### config.mk
export PLATFORM = sky130hd
export DESIGN_NAME = reqrsp_to_tcdm
export DESIGN_NICKNAME = d
export VERILOG_FILES = /design/src/common/reqrsp_pkg.sv /design/src/common/tcdm_pkg.sv /design/src/reqrsp_to_tcdm/reqrsp_to_tcdm.sv
export VERILOG_INCLUDE_DIRS = /design/src /design/src/common
export SDC_FILE = /design/constraint.sdc
export NUM_CORES = 1
export LEC_CHECK = 0
export ABC_AREA = 1
export BUFFER_PORTS_ARGS = -buffer_cell sky130_fd_sc_hd__buf_2
export CAP_MARGIN = 10
export CORE_ASPECT_RATIO = 0.9
export CORE_UTILIZATION = 40
export CTS_BUF_LIST = sky130_fd_sc_hd__clkbuf_16
export DETAILED_ROUTE_END_ITERATION = 6
export PLACE_DENSITY = 0.88
export SLEW_MARGIN = 20
export SYNTH_ARGS = -nofsm -noshare
export SYNTH_HDL_FRONTEND = slang
export SYNTH_SLANG_ARGS = --single-unit
### constraint.sdc
create_clock -name clk_i -period 2.35 [get_ports clk_i]
set_clock_uncertainty 0.1 [all_clocks]
set_input_delay 0.47 -clock clk_i [delete_from_list [all_inputs] [get_ports clk_i]]
set_output_delay 0.47 -clock clk_i [all_outputs]
set_load 0.03 [all_outputs]
### src/common/tcdm_defs.svh
//****************************************
// tcdm subsystem parameters
// widths, master count and memory sizes
//****************************************

`ifndef TCDM_DEFS_SVH
`define TCDM_DEFS_SVH

// byte address that covers the whole bank
`define TCDM_ADDR_WIDTH 12

// one bank word
`define TCDM_DATA_WIDTH 32

// peer masters sharing the bank
`define TCDM_NUM_MASTERS 2

// words in the bank
`define TCDM_MEM_WORDS 1024

// response entries per converter
`define TCDM_BUF_DEPTH 2

`endif

### src/common/reqrsp_pkg.sv
//****************************************
// reqrsp port types
// request and response channels, atomics
//****************************************

`include "tcdm_defs.svh"

package reqrsp_pkg;

  typedef enum logic [1:0] {
    AmoNone = 2'd0,
    AmoSwap = 2'd1,
    AmoAdd  = 2'd2
  } amo_op_e;

  typedef struct packed {
    logic [`TCDM_ADDR_WIDTH-1:0]   addr;
    logic                          write;
    amo_op_e                       amo;
    logic [`TCDM_DATA_WIDTH-1:0]   data;
    logic [`TCDM_DATA_WIDTH/8-1:0] strb;  // one bit per byte lane
  } reqrsp_q_t;

  typedef struct packed {
    logic [`TCDM_DATA_WIDTH-1:0] data;
  } reqrsp_p_t;

  typedef struct packed {
    reqrsp_q_t q;
    logic      q_valid;
    logic      p_ready;
  } reqrsp_req_t;

  typedef struct packed {
    reqrsp_p_t p;
    logic      p_valid;
    logic      q_ready;
  } reqrsp_rsp_t;

endpackage

### src/common/tcdm_pkg.sv
//****************************************
// tcdm port types
// request with handshake, fixed response
//****************************************

`include "tcdm_defs.svh"

package tcdm_pkg;

  import reqrsp_pkg::amo_op_e;

  typedef struct packed {
    logic [`TCDM_ADDR_WIDTH-1:0]   addr;
    logic                          write;
    amo_op_e                       amo;
    logic [`TCDM_DATA_WIDTH-1:0]   data;
    logic [`TCDM_DATA_WIDTH/8-1:0] strb;
  } tcdm_q_t;

  typedef struct packed {
    tcdm_q_t q;
    logic    q_valid;
  } tcdm_req_t;

  // the response has no ready and always arrives one cycle after the request
  typedef struct packed {
    logic [`TCDM_DATA_WIDTH-1:0] p_data;
    logic                        p_valid;
    logic                        q_ready;
  } tcdm_rsp_t;

endpackage

### src/reqrsp_to_tcdm/reqrsp_to_tcdm.sv
//****************************************
// reqrsp_to_tcdm
// reqrsp port to tcdm port converter with
// credit count and response buffer
//****************************************

`timescale 1ns/100ps

`include "tcdm_defs.svh"

module reqrsp_to_tcdm (
  input  logic                    clk_i,
  input  logic                    rst_n_i,
  input  reqrsp_pkg::reqrsp_req_t reqrsp_req_i,
  output reqrsp_pkg::reqrsp_rsp_t reqrsp_rsp_o,
  output tcdm_pkg::tcdm_req_t     tcdm_req_o,
  input  tcdm_pkg::tcdm_rsp_t     tcdm_rsp_i
);

  localparam int unsigned Depth = `TCDM_BUF_DEPTH;
  localparam int unsigned PtrW  = (Depth > 1) ? $clog2(Depth) : 1;
  localparam int unsigned CntW  = $clog2(Depth + 1);

  logic [CntW-1:0]             credit_q;  // in flight plus buffered responses
  logic [CntW-1:0]             fill_q;
  logic [PtrW-1:0]             wr_ptr_q;
  logic [PtrW-1:0]             rd_ptr_q;
  logic [`TCDM_DATA_WIDTH-1:0] fifo_mem [Depth];
  logic                        has_room;
  logic                        q_fire;
  logic                        p_fire;
  logic                        rsp_valid;

  function automatic logic [PtrW-1:0] next_ptr(input logic [PtrW-1:0] ptr);
    logic [PtrW-1:0] nxt;
    nxt = (ptr == PtrW'(Depth - 1)) ? '0 : ptr + 1'b1;
    return nxt;
  endfunction

  // a request is only let through when its response has a slot waiting
  assign has_room = credit_q < CntW'(Depth);

  assign tcdm_req_o.q = '{
    addr:  reqrsp_req_i.q.addr,
    write: reqrsp_req_i.q.write,
    amo:   reqrsp_req_i.q.amo,
    data:  reqrsp_req_i.q.data,
    strb:  reqrsp_req_i.q.strb
  };
  assign tcdm_req_o.q_valid   = reqrsp_req_i.q_valid & has_room;
  assign reqrsp_rsp_o.q_ready = tcdm_rsp_i.q_ready & has_room;

  assign q_fire    = tcdm_req_o.q_valid & tcdm_rsp_i.q_ready;
  assign rsp_valid = (fill_q != '0);
  assign p_fire    = rsp_valid & reqrsp_req_i.p_ready;

  assign reqrsp_rsp_o.p_valid = rsp_valid;
  assign reqrsp_rsp_o.p.data  = fifo_mem[rd_ptr_q];

  always_ff @(posedge clk_i or negedge rst_n_i) begin
    if (!rst_n_i) begin
      credit_q <= '0;
      fill_q   <= '0;
      wr_ptr_q <= '0;
      rd_ptr_q <= '0;
    end else begin
      credit_q <= credit_q + CntW'(q_fire) - CntW'(p_fire);
      fill_q   <= fill_q + CntW'(tcdm_rsp_i.p_valid) - CntW'(p_fire);
      if (tcdm_rsp_i.p_valid) begin
        wr_ptr_q <= next_ptr(wr_ptr_q);
      end
      if (p_fire) begin
        rd_ptr_q <= next_ptr(rd_ptr_q);
      end
    end
  end

  // credits guarantee a free entry for every response
  always_ff @(posedge clk_i) begin
    if (tcdm_rsp_i.p_valid) begin
      fifo_mem[wr_ptr_q] <= tcdm_rsp_i.p_data;
    end
  end

endmodule

Yosys cells after proc, flatten, opt, wreduce, memory -nomap -nowiden --
Memories as Yosys holds them, arrays and structs flattened. Cells that the tools add are included.
Operators by class: add/subtract/negate cells 6, multiply operators 0, div/mod/pow operators 0, $lt $le $gt $ge 1, equal/unequal tests 0, shift operators 0, mux-type cells 4, bitwise logic cells 4, reduce and logical (&&, ||, !) cells 1
Operators by type and width (count):
- 2-bit by 1-bit adder with 2-bit output | 2
- 1-bit AND | 4
- 1-bit two-way mux | 4
- 2-bit by 1-bit subtractor with 2-bit output | 2
- 1-bit adder (second input constant) | 2
- 2-bit < comparator (second input constant) | 1
- 2-bit nonzero test | 1
Storage, ports and cells: register bits 6, latch bits 0, RAM bits 64, ROM bits 0, input bits 89, output and inout port bits 86, word-level logic and storage cells 21, memories 1
Memory list:
- fifo_mem | depth 2, width 32, read ports 1, clocked after memory_dff 0, write ports 1, RTL line reqrsp_to_tcdm.sv:28 | logic [`TCDM_DATA_WIDTH-1:0] fifo_mem [Depth];

Depth between registers and ports, before layout --
word-level depth 5, gate-level depth with buffers 7, mapped depth without buffers 7

Least setup slack after synthesis --
OpenSTA, ideal clock, no wires.
kind input to register, start point input tcdm_rsp_i[1] (netlist name), end point memory fifo_mem[0][0] (netlist name), enable pin, library setup time 0.422 ns, arrival time 1.859 ns, data required time 1.828 ns, slack -0.031 ns, stages on the path 2, buffers on the path 0, cell sequence inv_1 > nor2_1
On the way: word-level cells in the longest chain between the ends 2
Ends and longest elaborated chain:
- start: declaration | RTL line reqrsp_to_tcdm.sv:17 | input tcdm_pkg::tcdm_rsp_t tcdm_rsp_i
- 1-bit two-way mux | RTL line reqrsp_to_tcdm.sv:80 | if (tcdm_rsp_i.p_valid) begin
- 1-bit two-way mux (implied by the code) | RTL line reqrsp_to_tcdm.sv:81 | fifo_mem[wr_ptr_q] <= tcdm_rsp_i.p_data;
- end: declaration | RTL line reqrsp_to_tcdm.sv:28
No other way between the ends.

==> metrics.md <==
| Metric | Value |
|---|---|
| Run status | `complete, no violations` |
| Max VDD drop | `about 0.9 mV` |
| Req. time, crit path | `1.78 ns` |
| Number of global-route vias before repair | `around 1700` |
| Synth warn | `0` |
| Most common cell after layout, fill and taps aside | `nand2_1` |
| Final Cycle Share | `89.4%` |
| Fin. max-slew vios | `0` |
| Final hold slack | `~0.24 ns` |
| Synthesized Nets | `between 300 and 400` |
| Power, Total | `4910 uW` |
| Clock Sinks | `70` |
| Crit path largest cell delay | `0.42 ns` |
| DRT Pass-1 Iters | `4` |
| Drt wl/cell | `16.8 um` |
| Overall Global Routing Usage | `~16%` |
| Synth unique cells | `16` |
| Mapped Avg Cell Area | `11.9 um^2` |
| Max Cap Viol | `0` |
| Final WL | `6.42 mm` |
| Skew-Pair Late Insertion Delay | `~0.32 ns` |
| Num ports | `roughly 180` |
| Via Count | `1707` |
| Synth top area cells | `edfxtp_1, buf_4, nand2_1` |
| Total die area | `7960 um^2` |
| Pin count of the biggest net entering global routing | `34` |
| Antenna-violating nets left | `0` |
| Critical Path, Cell by Cell | `inv_2 -> nand2_1 -> nand2_1 -> buf_2` |
| Hold Path Class | `in -> reg` |
| Tmin final | `around 2.1 ns` |
| CP Capture Type | `output port` |
| Antenna violations before repair | `0` |
| Filler cells | `between 600 and 700` |
| Worst reg2reg setup slack | `0.88 ns` |
| Cell Area, Synth | `about 3000 um^2` |
| Crit path kind | `reg -> out` |
| Crit-path most repeated cell | `nand2_1` |
| Gr ovfl total | `0` |
| Initial Utilization | `42.1%` |
| Setup TNS | `0 ns` |
| Layout cell share with drive strength beyond 1 | `between 30% and 40%` |
| Largest area contributor in the netlist | `edfxtp_1` |
| CTS Root Buffer Type | `clkbuf_16` |
| Max Clock Freq | `476 MHz` |
| Post-synthesis cell count | `255` |
| Setup violators final | `0` |
| Max clock buf depth | `2` |
| ANT cells | `0` |
| Final hold vios | `0` |
| Data arrival time of the worst path | `1.53 ns` |
| Die Wd | `93.9 um` |
| H-Tree Depth | `3` |
| RSZ-0062 raised after global routing | `no` |
| CTS tree | `yes` |
| Critical path's slowest cell | `inv_2` |
| Via density | `approximately 4.5` |
| Fin area | `3470 um^2` |
| Crit-path max FO | `32` |
| Area Growth Syn to Fin | `14.0%` |
| Worst-Margin Slew | `0.556 ns` |
| I/O Buffers | `a little over 70` |
| Top cell type's share of synthesized area | `63.2%` |
| First-iteration detailed-routing DRC count | `75` |
| Synth Register Bits | `70` |
| Seq/Total Area, Yosys | `roughly two thirds` |
| Critical Path Source Type | `flop` |
| CTS clk-pin slew, worst paths | `0.05 ns` |
| GP Congestion | `0.742` |
| Die Y | `84.7 um` |
| Post-layout nets | `375` |
| Post-Place Cells | `365` |
| Core box area | `7220 um^2` |
| Post-DP Area | `3140 um^2` |
| HPWL after detailed placement | `5.04 mm` |
| Non-Filler Instances | `382` |
| CTS buffer count | `9` |
| Commonest non-fill, non-tap cells in the layout | `nand2_1, buf_2, edfxtp_1` |
| Cell Pwr Density | `1420 nW/um^2` |
| First-pass GRT wire length | `9.11 mm` |
| Rel. slew slack | `62.9%` |
| DRC viols | `0` |
| Leak | `0.00153 uW` |
| Row cnt | `29` |
## sequential cells by signal (all words and copies together) (netlist names)
name and count:
wr_ptr_q 1, credit_q 2, fifo_mem 64, fill_q 2, rd_ptr_q 1
## path summary, 6_finish.rpt
| path | start | to | depth (start not counted) |
|---|---|---|---|
| min in group asynchronous | rst_n_i | credit_q[0]$_DFF_PN0_ | 2 |
| min | tcdm_rsp_i[33] | fifo_mem[1][31]$_DFFE_PP_ | 1 |
| max in group asynchronous | rst_n_i | wr_ptr_q$_DFFE_PN0P_ | 2 |
| min reg2reg | credit_q[0]$_DFF_PN0_ | credit_q[0]$_DFF_PN0_ | 1 |
| max reg2reg | wr_ptr_q$_DFFE_PN0P_ | fifo_mem[0][9]$_DFFE_PP_ | 2 |
| max | rd_ptr_q$_DFFE_PN0P_ | reqrsp_rsp_o[2] | 4 |
## kinds of logic after synthesis
family | after synthesis | share of synthesized area [%]
compound gates | 2 | 0.329
xor+xnor | 5 | 1.44
fa+ha+maj | 2 | 0.823
buf+inv | 68 | 15.3
flops | 70 | 68.1
simple gates | 108 | 13.9
## worst max-delay path: cells and delay by family (launching register included)
family,cells,cell delay [ns]
and+or+nand+nor,2,0.21
DFF,1,0.38
buffers and inverters,2,0.61
## timing repair
action | 4_1_cts | 5_1_grt
hold endpoints to repair | 6 | 0
setup buffers | 0 | 0
gates resized for setup | 0 | 0
hold buffers | 1 | 0
## synthesized netlist by cell type
cell	instances
nand3_1	2
dfrtp_1	6
inv_2	1
edfxtp_1	64
nor2_4	1
o21ai_0	2
nor2_1	3
nand3_2	1
buf_2	4
ha_1	2
nand2_1	100
buf_4	55
nor2_2	1
xor2_1	3
xnor2_1	2
inv_1	8
## final cells by class
type	count	area, um^2	share of cell area [%]
multi-input cells	117	510	14.7
well taps	93	116	3.35
clock inverters	7	97.6	2.81
repair buffers	77	413	11.9
flip-flops and latches	70	2070	59.7
inverters	9	33.8	0.974
clock buffers	9	225	6.49
## stage by stage
step | util (%) | worst slack (ns)
global route | 48.0 | 0.131
floorplan | - | 0.515
global placement | 43.4 | 0.616
CTS | 48.0 | 0.217
finish | 48.0 | 0.250
detailed placement | 43.4 | 0.568
## report_power, final
part / internal (uW) / switching [uW] / leakage [uW]
registers: 1670 / 87.9 / 0.000672
logic: 464 / 1270 / 0.000710
clock network: 931 / 482 / 0.000152
## per-layer routing
| layer | GRT usage, % | vias up | wire, um |
|---|---|---|---|
| li1 | - | 837 | - |
| met2 | 29.7 | 108 | 3480 |
| met1 | 14.1 | 752 | 1930 |
| met3 | 9.33 | 10 | 886 |
| met5 | 0 | - | 0 |
| met4 | 6.43 | 0 | 126 |
Power figures use the tool's default switching activity.
