===== src/common/tcdm_defs.svh =====
//****************************************
// tcdm subsystem parameters
// widths, master count and memory sizes
//****************************************

`ifndef TCDM_DEFS_SVH
`define TCDM_DEFS_SVH

// byte address that covers the whole bank
`define TCDM_ADDR_WIDTH 12

// one bank word
`define TCDM_DATA_WIDTH 32

// peer masters sharing the bank
`define TCDM_NUM_MASTERS 2

// words in the bank
`define TCDM_MEM_WORDS 1024

// response entries per converter
`define TCDM_BUF_DEPTH 2

`endif


===== src/common/reqrsp_pkg.sv =====
//****************************************
// reqrsp port types
// request and response channels, atomics
//****************************************

`include "tcdm_defs.svh"

package reqrsp_pkg;

  typedef enum logic [1:0] {
    AmoNone = 2'd0,
    AmoSwap = 2'd1,
    AmoAdd  = 2'd2
  } amo_op_e;

  typedef struct packed {
    logic [`TCDM_ADDR_WIDTH-1:0]   addr;
    logic                          write;
    amo_op_e                       amo;
    logic [`TCDM_DATA_WIDTH-1:0]   data;
    logic [`TCDM_DATA_WIDTH/8-1:0] strb;  // one bit per byte lane
  } reqrsp_q_t;

  typedef struct packed {
    logic [`TCDM_DATA_WIDTH-1:0] data;
  } reqrsp_p_t;

  typedef struct packed {
    reqrsp_q_t q;
    logic      q_valid;
    logic      p_ready;
  } reqrsp_req_t;

  typedef struct packed {
    reqrsp_p_t p;
    logic      p_valid;
    logic      q_ready;
  } reqrsp_rsp_t;

endpackage


===== src/common/tcdm_pkg.sv =====
//****************************************
// tcdm port types
// request with handshake, fixed response
//****************************************

`include "tcdm_defs.svh"

package tcdm_pkg;

  import reqrsp_pkg::amo_op_e;

  typedef struct packed {
    logic [`TCDM_ADDR_WIDTH-1:0]   addr;
    logic                          write;
    amo_op_e                       amo;
    logic [`TCDM_DATA_WIDTH-1:0]   data;
    logic [`TCDM_DATA_WIDTH/8-1:0] strb;
  } tcdm_q_t;

  typedef struct packed {
    tcdm_q_t q;
    logic    q_valid;
  } tcdm_req_t;

  // the response has no ready and always arrives one cycle after the request
  typedef struct packed {
    logic [`TCDM_DATA_WIDTH-1:0] p_data;
    logic                        p_valid;
    logic                        q_ready;
  } tcdm_rsp_t;

endpackage


===== src/verilog/tcdm_arbiter.sv =====
//****************************************
// tcdm_arbiter
// round-robin sharing of one tcdm bank
//****************************************

`timescale 1ns/100ps

`include "tcdm_defs.svh"

module tcdm_arbiter (
  input  logic                clk_i,
  input  logic                rst_n_i,
  input  tcdm_pkg::tcdm_req_t mst_req_i [`TCDM_NUM_MASTERS],
  output tcdm_pkg::tcdm_rsp_t mst_rsp_o [`TCDM_NUM_MASTERS],
  output tcdm_pkg::tcdm_req_t bank_req_o,
  input  tcdm_pkg::tcdm_rsp_t bank_rsp_i
);

  localparam int unsigned NumMst = `TCDM_NUM_MASTERS;
  localparam int unsigned IdxW   = (NumMst > 1) ? $clog2(NumMst) : 1;
  localparam int unsigned CandW  = IdxW + 1;

  logic [IdxW-1:0]  rr_q;     // first master to look at
  logic [IdxW-1:0]  gnt_q;    // owner of the response in this cycle
  logic [IdxW-1:0]  gnt_idx;
  logic [IdxW-1:0]  rr_next;
  logic [CandW-1:0] cand;
  logic             gnt_valid;
  logic             bank_fire;

  always_comb begin
    gnt_valid = 1'b0;
    gnt_idx   = rr_q;
    cand      = '0;
    for (int unsigned i = 0; i < NumMst; i++) begin
      cand = CandW'(rr_q) + CandW'(i);
      if (cand >= CandW'(NumMst)) begin
        cand = cand - CandW'(NumMst);
      end
      if (!gnt_valid && mst_req_i[cand[IdxW-1:0]].q_valid) begin
        gnt_valid = 1'b1;
        gnt_idx   = cand[IdxW-1:0];
      end
    end
  end

  // with no valid request the selected entry has q_valid low as well
  assign bank_req_o = mst_req_i[gnt_idx];
  assign bank_fire  = gnt_valid & bank_rsp_i.q_ready;
  assign rr_next    = (gnt_idx == IdxW'(NumMst - 1)) ? '0 : gnt_idx + 1'b1;

  always_ff @(posedge clk_i or negedge rst_n_i) begin
    if (!rst_n_i) begin
      rr_q  <= '0;
      gnt_q <= '0;
    end else if (bank_fire) begin
      rr_q  <= rr_next;
      gnt_q <= gnt_idx;
    end
  end

  for (genvar m = 0; m < NumMst; m++) begin : g_rsp
    assign mst_rsp_o[m].p_data  = bank_rsp_i.p_data;
    assign mst_rsp_o[m].p_valid = bank_rsp_i.p_valid & (gnt_q == IdxW'(m));
    assign mst_rsp_o[m].q_ready = bank_rsp_i.q_ready & gnt_valid & (gnt_idx == IdxW'(m));
  end

endmodule


===== config.mk =====
export PLATFORM = sky130hd
export DESIGN_NAME = tcdm_arbiter
export DESIGN_NICKNAME = d
export VERILOG_FILES = /design/src/common/reqrsp_pkg.sv /design/src/common/tcdm_pkg.sv /design/src/verilog/tcdm_arbiter.sv
export VERILOG_INCLUDE_DIRS = /design/src /design/src/common
export SDC_FILE = /design/constraint.sdc
export NUM_CORES = 1
export LEC_CHECK = 0
export ABC_AREA = 1
export BUFFER_PORTS_ARGS = -buffer_cell sky130_fd_sc_hd__buf_2
export CAP_MARGIN = 40
export CORE_AREA = 5 5 98 100
export DETAILED_ROUTE_END_ITERATION = 12
export DIE_AREA = 0 0 103 105
export RECOVER_POWER = 100
export REMOVE_ABC_BUFFERS = 1
export SYNTH_ARGS = -nofsm -noshare
export SYNTH_HDL_FRONTEND = slang
export SYNTH_SLANG_ARGS = --single-unit

===== constraint.sdc =====
create_clock -name clk_i -period 1.65 [get_ports clk_i]
set_clock_uncertainty 0.05 [all_clocks]
set_input_delay 0.33 -clock clk_i [delete_from_list [all_inputs] [get_ports clk_i]]
set_output_delay 0.33 -clock clk_i [all_outputs]
set_load 0.01 [all_outputs]

# Word-level counts from Yosys, hierarchy flattened
# Index checks and enable logic that the tools add are counted.
dict set report op_classes {
  addsub 4
  magnitude_cmp 5
  mux 16
  bitwise_logic 10
  n_reduce_logical 2
}
# cell n
set ops {}
lappend ops {{$mux W52} 3}
lappend ops {{$mux W1} 13}
lappend ops {{$ge A2 B2 Y1 const B} 4}
lappend ops {{$not A1 Y2} 3}
lappend ops {{$and A1 B1 Y1} 5}
lappend ops {{$add A1 B1 Y2 const B} 1}
lappend ops {{$ge A1 B2 Y1 const B} 1}
lappend ops {{$not A1 Y1} 2}
lappend ops {{$sub A1 B1 Y1 const B} 2}
lappend ops {{$add A1 B1 Y1 const B} 1}
lappend ops {{$logic_and A1 B1 Y1} 1}
lappend ops {{$logic_not A1 Y1} 1}
dict set report totals {
  ff_bits 2
  in_bits 140
  out_inout_bits 120
  wordCells 39
}

# Logic depth before layout (Yosys ltp)
# Gate-level depths: netlist of the first run.
dict set report logic_depth {
  ltp_word 14
  ltp_mapped 6
  depth_no_buf 5
}

# Worst setup path after synthesis of the first run
# No wires, ideal clock.
dict set report synth_path {
  kind {reg2out}
  start {register rr_q}
  end {output bank_req_o[29] (netlist name)}
  t_arrival_ns 0.958
  required_ns 1.270
  setup_slack_ns 0.312
  path_stages_with_launch 7
  path_buffers 1
  cell_sequence {dfrtp_1 -> nand2_1 -> nand2_4 -> nand2_4 -> buf_6 -> nand2_2 -> nand2_1}
}
# item line
set synth_lines {}
lappend synth_lines {{from (decl)} tcdm_arbiter.sv:23} ;# logic [IdxW-1:0] rr_q;
lappend synth_lines {{from (signal assigned)} tcdm_arbiter.sv:57} ;# rr_q <= rr_next;
lappend synth_lines {{to (decl)} tcdm_arbiter.sv:15} ;# output tcdm_pkg::tcdm_req_t bank_req_o,

==> flow_metrics.py, run 1 <==
metrics = {
    "sta": {
        "final_hold_viol_count": 0,
        "slew_viol_final": 0,
        "min_period_ns": 1.72,
        "slew_headroom_pct": 81.2,
        "setup_slack_ns": -0.0674,
        "worst_pin_slew_ns": 0.280,
        "fmax_mhz": 582,
        "rsz0062_at_grt": "yes",
        "hold_ws_ns": 0.412,
        "min_period_over_period_pct": 104,
        "finalSetupViolCount": 52,
    },
    "yosys": {
        "yosys.cell_types.count": 11,
        "yosysSeqAreaShare_pct": 3.51,
        "yosysWarnings": 0,
        "synth_area_per_cell_um2": 5.58,
        "ys_ff_latch": 2,
        "syn-cell-area_mm2": 0.00142,
        "syn_inst": 255,
    },
    "finish": {
        "fin_area_mm2": 0.00204,
        "seq_area_um2": 50.0,
        "antenna_cells": 0,
        "multi_input_area_um2": 768,
        "drive_above_1_share_pct": 53.6,
        "layout_common_cells": "155 x buf_2, 93 x nand2_1, 51 x nand3_1, 12 x nand2_2, 6 x buf_12",
        "area_growth_pct": 43.0,
        "fin_nets": 493,
        "fillers": 982,
        "final_common_cell": "buf_2",
        "post-route-util_pct": 23.7,
    },
    "die": {
        "rows": 34,
        "die_w_um": 103,
        "die_area_mm2": 0.0108,
        "io_pins": 260,
        "core_area_mm2": 0.00859,
        "die_y_um": 105,
        "start_util_pct": 16.6,
    },
    "clock_network": {
        "cts_buffers": 3,
        "clk_root_buffer_cell": "clkbuf_8",
        "cts_buffer_depth": 2,
        "clock_latency_ns": 0.21,
        "htreeDepth": 1,
        "path_clk_slew_ns": 0.03,
        "cts_tree": "done",
        "cts_sinks": 2,
    },
    "global_route": {
        "grt_first_pass_wirelength_mm": 10.1,
        "grt_pass1_vias": 1746,
        "grt_max_degree": 28,
        "gr-usage-all-layers_pct": 12.8,
        "globalRouteOverflowTotal": 0,
        "antenna_found_initial": 0,
    },
    "power": {
        "peakVddDrop_uv": 223,
        "p_total_mw": 1.09,
        "powerDensity_mw_per_mm2": 533,
        "p_leak_nw": 1.30,
    },
    "setup_path": {
        "worstRegToRegCells": 5,
        "worst_path_most_repeated_cell": "nand2_1",
        "path_cells": "nand2_2 > nand2_4 > nand2_8 > clkbuf_16 > nand2_1 > nand2_1 > buf_2",
        "crit_path_start_kind": "register",
        "slowest_delay_ns": 0.40,
        "arrival_ns": 1.34,
        "path_max_fanout": 12,
        "worst-setup-path-type": "reg2out",
        "required_ns": 1.27,
        "cp-end-kind": "output pin",
        "slowest_stage": "dfrtp_1",
    },
    "route": {
        "firstDrtPassIters": 4,
        "antenna_left": 0,
        "drtIter0Drc": 41,
        "drc": 0,
        "vias_per_cell": 4.17,
        "wl_per_cell_um": 17.6,
        "wl_mm": 8.08,
        "vias": 1912,
    },
    "place": {
        "hpwl_mm": 6.90,
        "dpl_cell_area_mm2": 0.00188,
        "io_buffers": 163,
        "gp_congestion": 0.751,
    },
    "run": {
        "drv_cap": 0,
    },
    "hold_path": {
        "hp-class": "in2async",
    },
    "run_status": {
        "violations": "setup timing",
        "outcome": "complete, but fails checks",
    },
}
==> worst max-delay path, delay by kind of cell (launching register included) <==
| kind | cells | cell delay (ns) |
|---|---|---|
| and+or+nand+nor | 5 | 0.41 |
| DFF | 1 | 0.40 |
| buffers and inverters | 2 | 0.31 |
==> state kept, by name (all words and copies together) (netlist names) <==
| name | flops |
|---|---|
| rr_q | 1 |
| gnt_q | 1 |
==> synthesized netlist by cell type (all sizes together) <==
library cell  number  area share [%]
dfrtp              2             3.5
nand2            108              31
inv                6             1.6
o21ai              2            0.70
nand3             51              18
nor2               7             2.0
buf               79              43
==> cell type report <==
class | count | area share (%)
Timing Repair Buffer | 172 | 50.0
Multi-Input combinational cell | 168 | 37.7
Tap cell | 108 | 6.64
Sequential cell | 2 | 2.46
Clock buffer | 3 | 2.03
Inverter | 6 | 1.11
==> per-layer routing <==
metal  up-vias  GRT usage (%)  routed length (um)
met3         4           10.9                1700
met5         -           6.25                  67
met1       809           12.3                2680
met2       172           20.9                3610
met4         2           1.67                  21
li1        925              -                   -
==> timing repair <==
| action | in CTS | in global routing |
|---|---|---|
| pin swaps | 0 | 0 |
| gates resized for setup | 5 | 8 |
| endpoints found under the setup margin | 52 | 53 |
| gates cloned | 1 | 1 |
| hold buffers | 1 | 0 |
| endpoints found under the hold margin | 2 | 0 |
| buffers inserted | 0 | 0 |
==> final timing paths <==
kind                          startpoint        endpoint  slack, ns
max reg2reg                         rr_q           gnt_q       0.56
max in group asynchronous        rst_n_i           gnt_q       1.01
max                                 rr_q  bank_req_o[49]      -0.07
min                              rst_n_i            rr_q       0.41
min reg2reg                        gnt_q           gnt_q       0.50
min in group clk_i         bank_rsp_i[0]            rr_q       0.44
==> cell families after synthesis <==
logic type / count (synthesis) / share of synthesized area [%]
compound gates: 2 / 0.703
buf+inv: 85 / 44.6
flops: 2 / 3.52
simple gates: 166 / 51.2
==> power breakdown <==
group,internal [mW],switching (mW),leakage (nW)
Combinational,0.396,0.437,1.25
Clock,0.154,0.0358,0.0216
Sequential,0.0560,0.00700,0.0233
Total,0.606,0.480,1.30
==> per-stage QoR <==
stage	setup TNS [ns]	cells	worst slack [ns]
2_1_floorplan	-13.32	176	-0.261
3_3_place_gp	0	453	0.0958
3_5_place_dp	0	453	0.0738
4_1_cts	-2.63	458	-0.0998
5_1_grt	-6.59	459	-0.151
6_report	-2.50	459	-0.0674
Power figures use the tool's default switching activity.
==> run 2, diff against run 1 <==
CTS_BUF_LIST = sky130_fd_sc_hd__clkbuf_4   (was not set)
==> run 2 against run 1 <==
The flow still finishes with violations (setup timing). Sequential share of layout area hardly changed. Fmax decreased by 0.57%. Global-route usage is the same. Core utilization shrank 0.15 points. Routed wire length is 0.25% lower. Cell count stayed put. Critical path depth unchanged. Critical endpoint unchanged. Largest cell class unchanged. Largest power group unchanged.
==> flow_metrics.py, run 2 (synthesis results as in run 1) <==
metrics = {
    "run_status": {
        "outcome": "complete, but fails checks",
        "violations": "setup timing",
    },
    "global_route": {
        "globalRouteOverflowTotal": 0,
        "antenna_found_initial": 0,
        "gr-usage-all-layers_pct": 12.8,
        "grt_max_degree": 28,
        "grt_first_pass_wirelength_mm": 10.1,
        "grt_pass1_vias": 1746,
    },
    "route": {
        "firstDrtPassIters": 4,
        "drc": 0,
        "vias": 1910,
        "wl_per_cell_um": 17.6,
        "wl_mm": 8.06,
        "antenna_left": 0,
        "vias_per_cell": 4.16,
        "drtIter0Drc": 41,
    },
    "sta": {
        "slew_headroom_pct": 81.2,
        "min_period_over_period_pct": 105,
        "rsz0062_at_grt": "yes",
        "hold_ws_ns": 0.398,
        "worst_pin_slew_ns": 0.279,
        "final_hold_viol_count": 0,
        "fmax_mhz": 579,
        "setup_slack_ns": -0.0773,
        "min_period_ns": 1.73,
        "finalSetupViolCount": 52,
        "slew_viol_final": 0,
        "fin_tns_setup_ns": -2.99,
    },
    "setup_path": {
        "worst_path_most_repeated_cell": "nand2_1",
        "crit_path_start_kind": "register",
        "critPathBufInv": 2,
        "worst-setup-path-type": "reg2out",
        "reg2reg_slack_ns": 0.55,
        "path_cells": "nand2_2 > nand2_4 > nand2_8 > clkbuf_16 > nand2_1 > nand2_1 > buf_2",
        "worstRegToRegCells": 5,
        "slowest_delay_ns": 0.41,
        "worst_r2r_endpoint": "gnt_q",
        "crit_family": "flip-flops",
        "arrival_ns": 1.35,
        "slowest_stage": "dfrtp_1",
        "required_ns": 1.27,
        "path_max_fanout": 12,
        "rr_startpoint": "rr_q",
        "cp-end-kind": "output pin",
    },
    "hold_path": {
        "hp-class": "in2async",
    },
    "clock_network": {
        "htreeDepth": 1,
        "clk_root_buffer_cell": "clkbuf_4",
        "cts_setup_buffers": 0,
        "cts_sinks": 2,
        "cts_buffer_depth": 2,
        "cts_tree": "done",
        "path_clk_slew_ns": 0.03,
        "clock_latency_ns": 0.22,
        "cts_buffers": 3,
    },
    "finish": {
        "area_growth_pct": 42.1,
        "fin_area_mm2": 0.00202,
        "fin_nets": 493,
        "antenna_cells": 0,
        "fillers": 984,
        "layout_common_cells": "154 x buf_2, 93 x nand2_1, 51 x nand3_1, 12 x nand2_2, 6 x buf_12",
        "post-route-util_pct": 23.5,
        "reg.largest.list": "gnt_q: 1 flops, rr_q: 1 flops",
        "drive_above_1_share_pct": 53.6,
        "final_common_cell": "buf_2",
    },
    "place": {
        "gp_congestion": 0.751,
        "dpl_cell_area_mm2": 0.00188,
        "io_buffers": 163,
        "place_ws_ns": 0.0738,
        "hpwl_mm": 6.90,
    },
    "power": {
        "peakVddDrop_uv": 150,
        "powerDensity_mw_per_mm2": 497,
        "p_leak_nw": 1.29,
    },
    "die": {
        "start_util_pct": 16.6,
        "die_y_um": 105,
        "die_area_mm2": 0.0108,
        "die_w_um": 103,
        "core_area_mm2": 0.00859,
        "io_pins": 260,
        "rows": 34,
    },
    "run": {
        "drv_cap": 0,
    },
}
run 2: power breakdown:
| group | total (mW) | internal, mW | switching, mW |
|---|---|---|---|
| clock | 0.107 | 0.0802 | 0.0272 |
| combinational | 0.834 | 0.397 | 0.437 |
| sequential | 0.0629 | 0.0560 | 0.00690 |
| total | 1.00 | 0.533 | 0.471 |
run 2: final cells by class:
class | count | area (um^2) | share of cell area, %
Timing Repair Buffer | 172 | 1020 | 50.6
Multi-Input combinational cell | 168 | 768 | 38.0
Tap cell | 108 | 135 | 6.68
Sequential cell | 2 | 50.0 | 2.47
Clock buffer | 3 | 22.5 | 1.11
Inverter | 6 | 22.5 | 1.11
run 2: per-stage QoR:
step	total power, mW	cells
final	1.00	459
after floorplan	0.415	176
after detailed placement	0.830	453
after global placement	0.818	453
after global routing	1.10	459
after CTS	0.984	458
run 2: what timing repair did:
action                     CTS  global route
setup endpoints to repair   53            53
hold endpoints to repair     2             0
cloned                       1             1
hold buffers                 1             0
gates resized for setup      5             9
run 2: per-layer routing:
metal	wire [um]	track usage, %	up-vias	share of wire [%]
met1	2660	12.3	806	33
met4	22	1.67	2	0.27
li1	-	-	926	-
met2	3610	20.9	172	45
met5	67	6.25	-	0.83
met3	1700	10.9	4	21
run 2: how the worst max path moves through the flow:
stage                  from        endpoint  slack [ns]  depth (start not counted)
2_1_floorplan          rr_q  bank_req_o[10]       -0.26                          5
3_3_place_gp   mst_req_i[0]  bank_req_o[40]         0.1                          8
3_5_place_dp   mst_req_i[0]   bank_req_o[2]        0.07                          8
4_1_cts                rr_q   bank_req_o[5]       -0.12                          7
5_1_grt                rr_q  bank_req_o[40]       -0.17                          7
6_report               rr_q  bank_req_o[49]       -0.08                          7
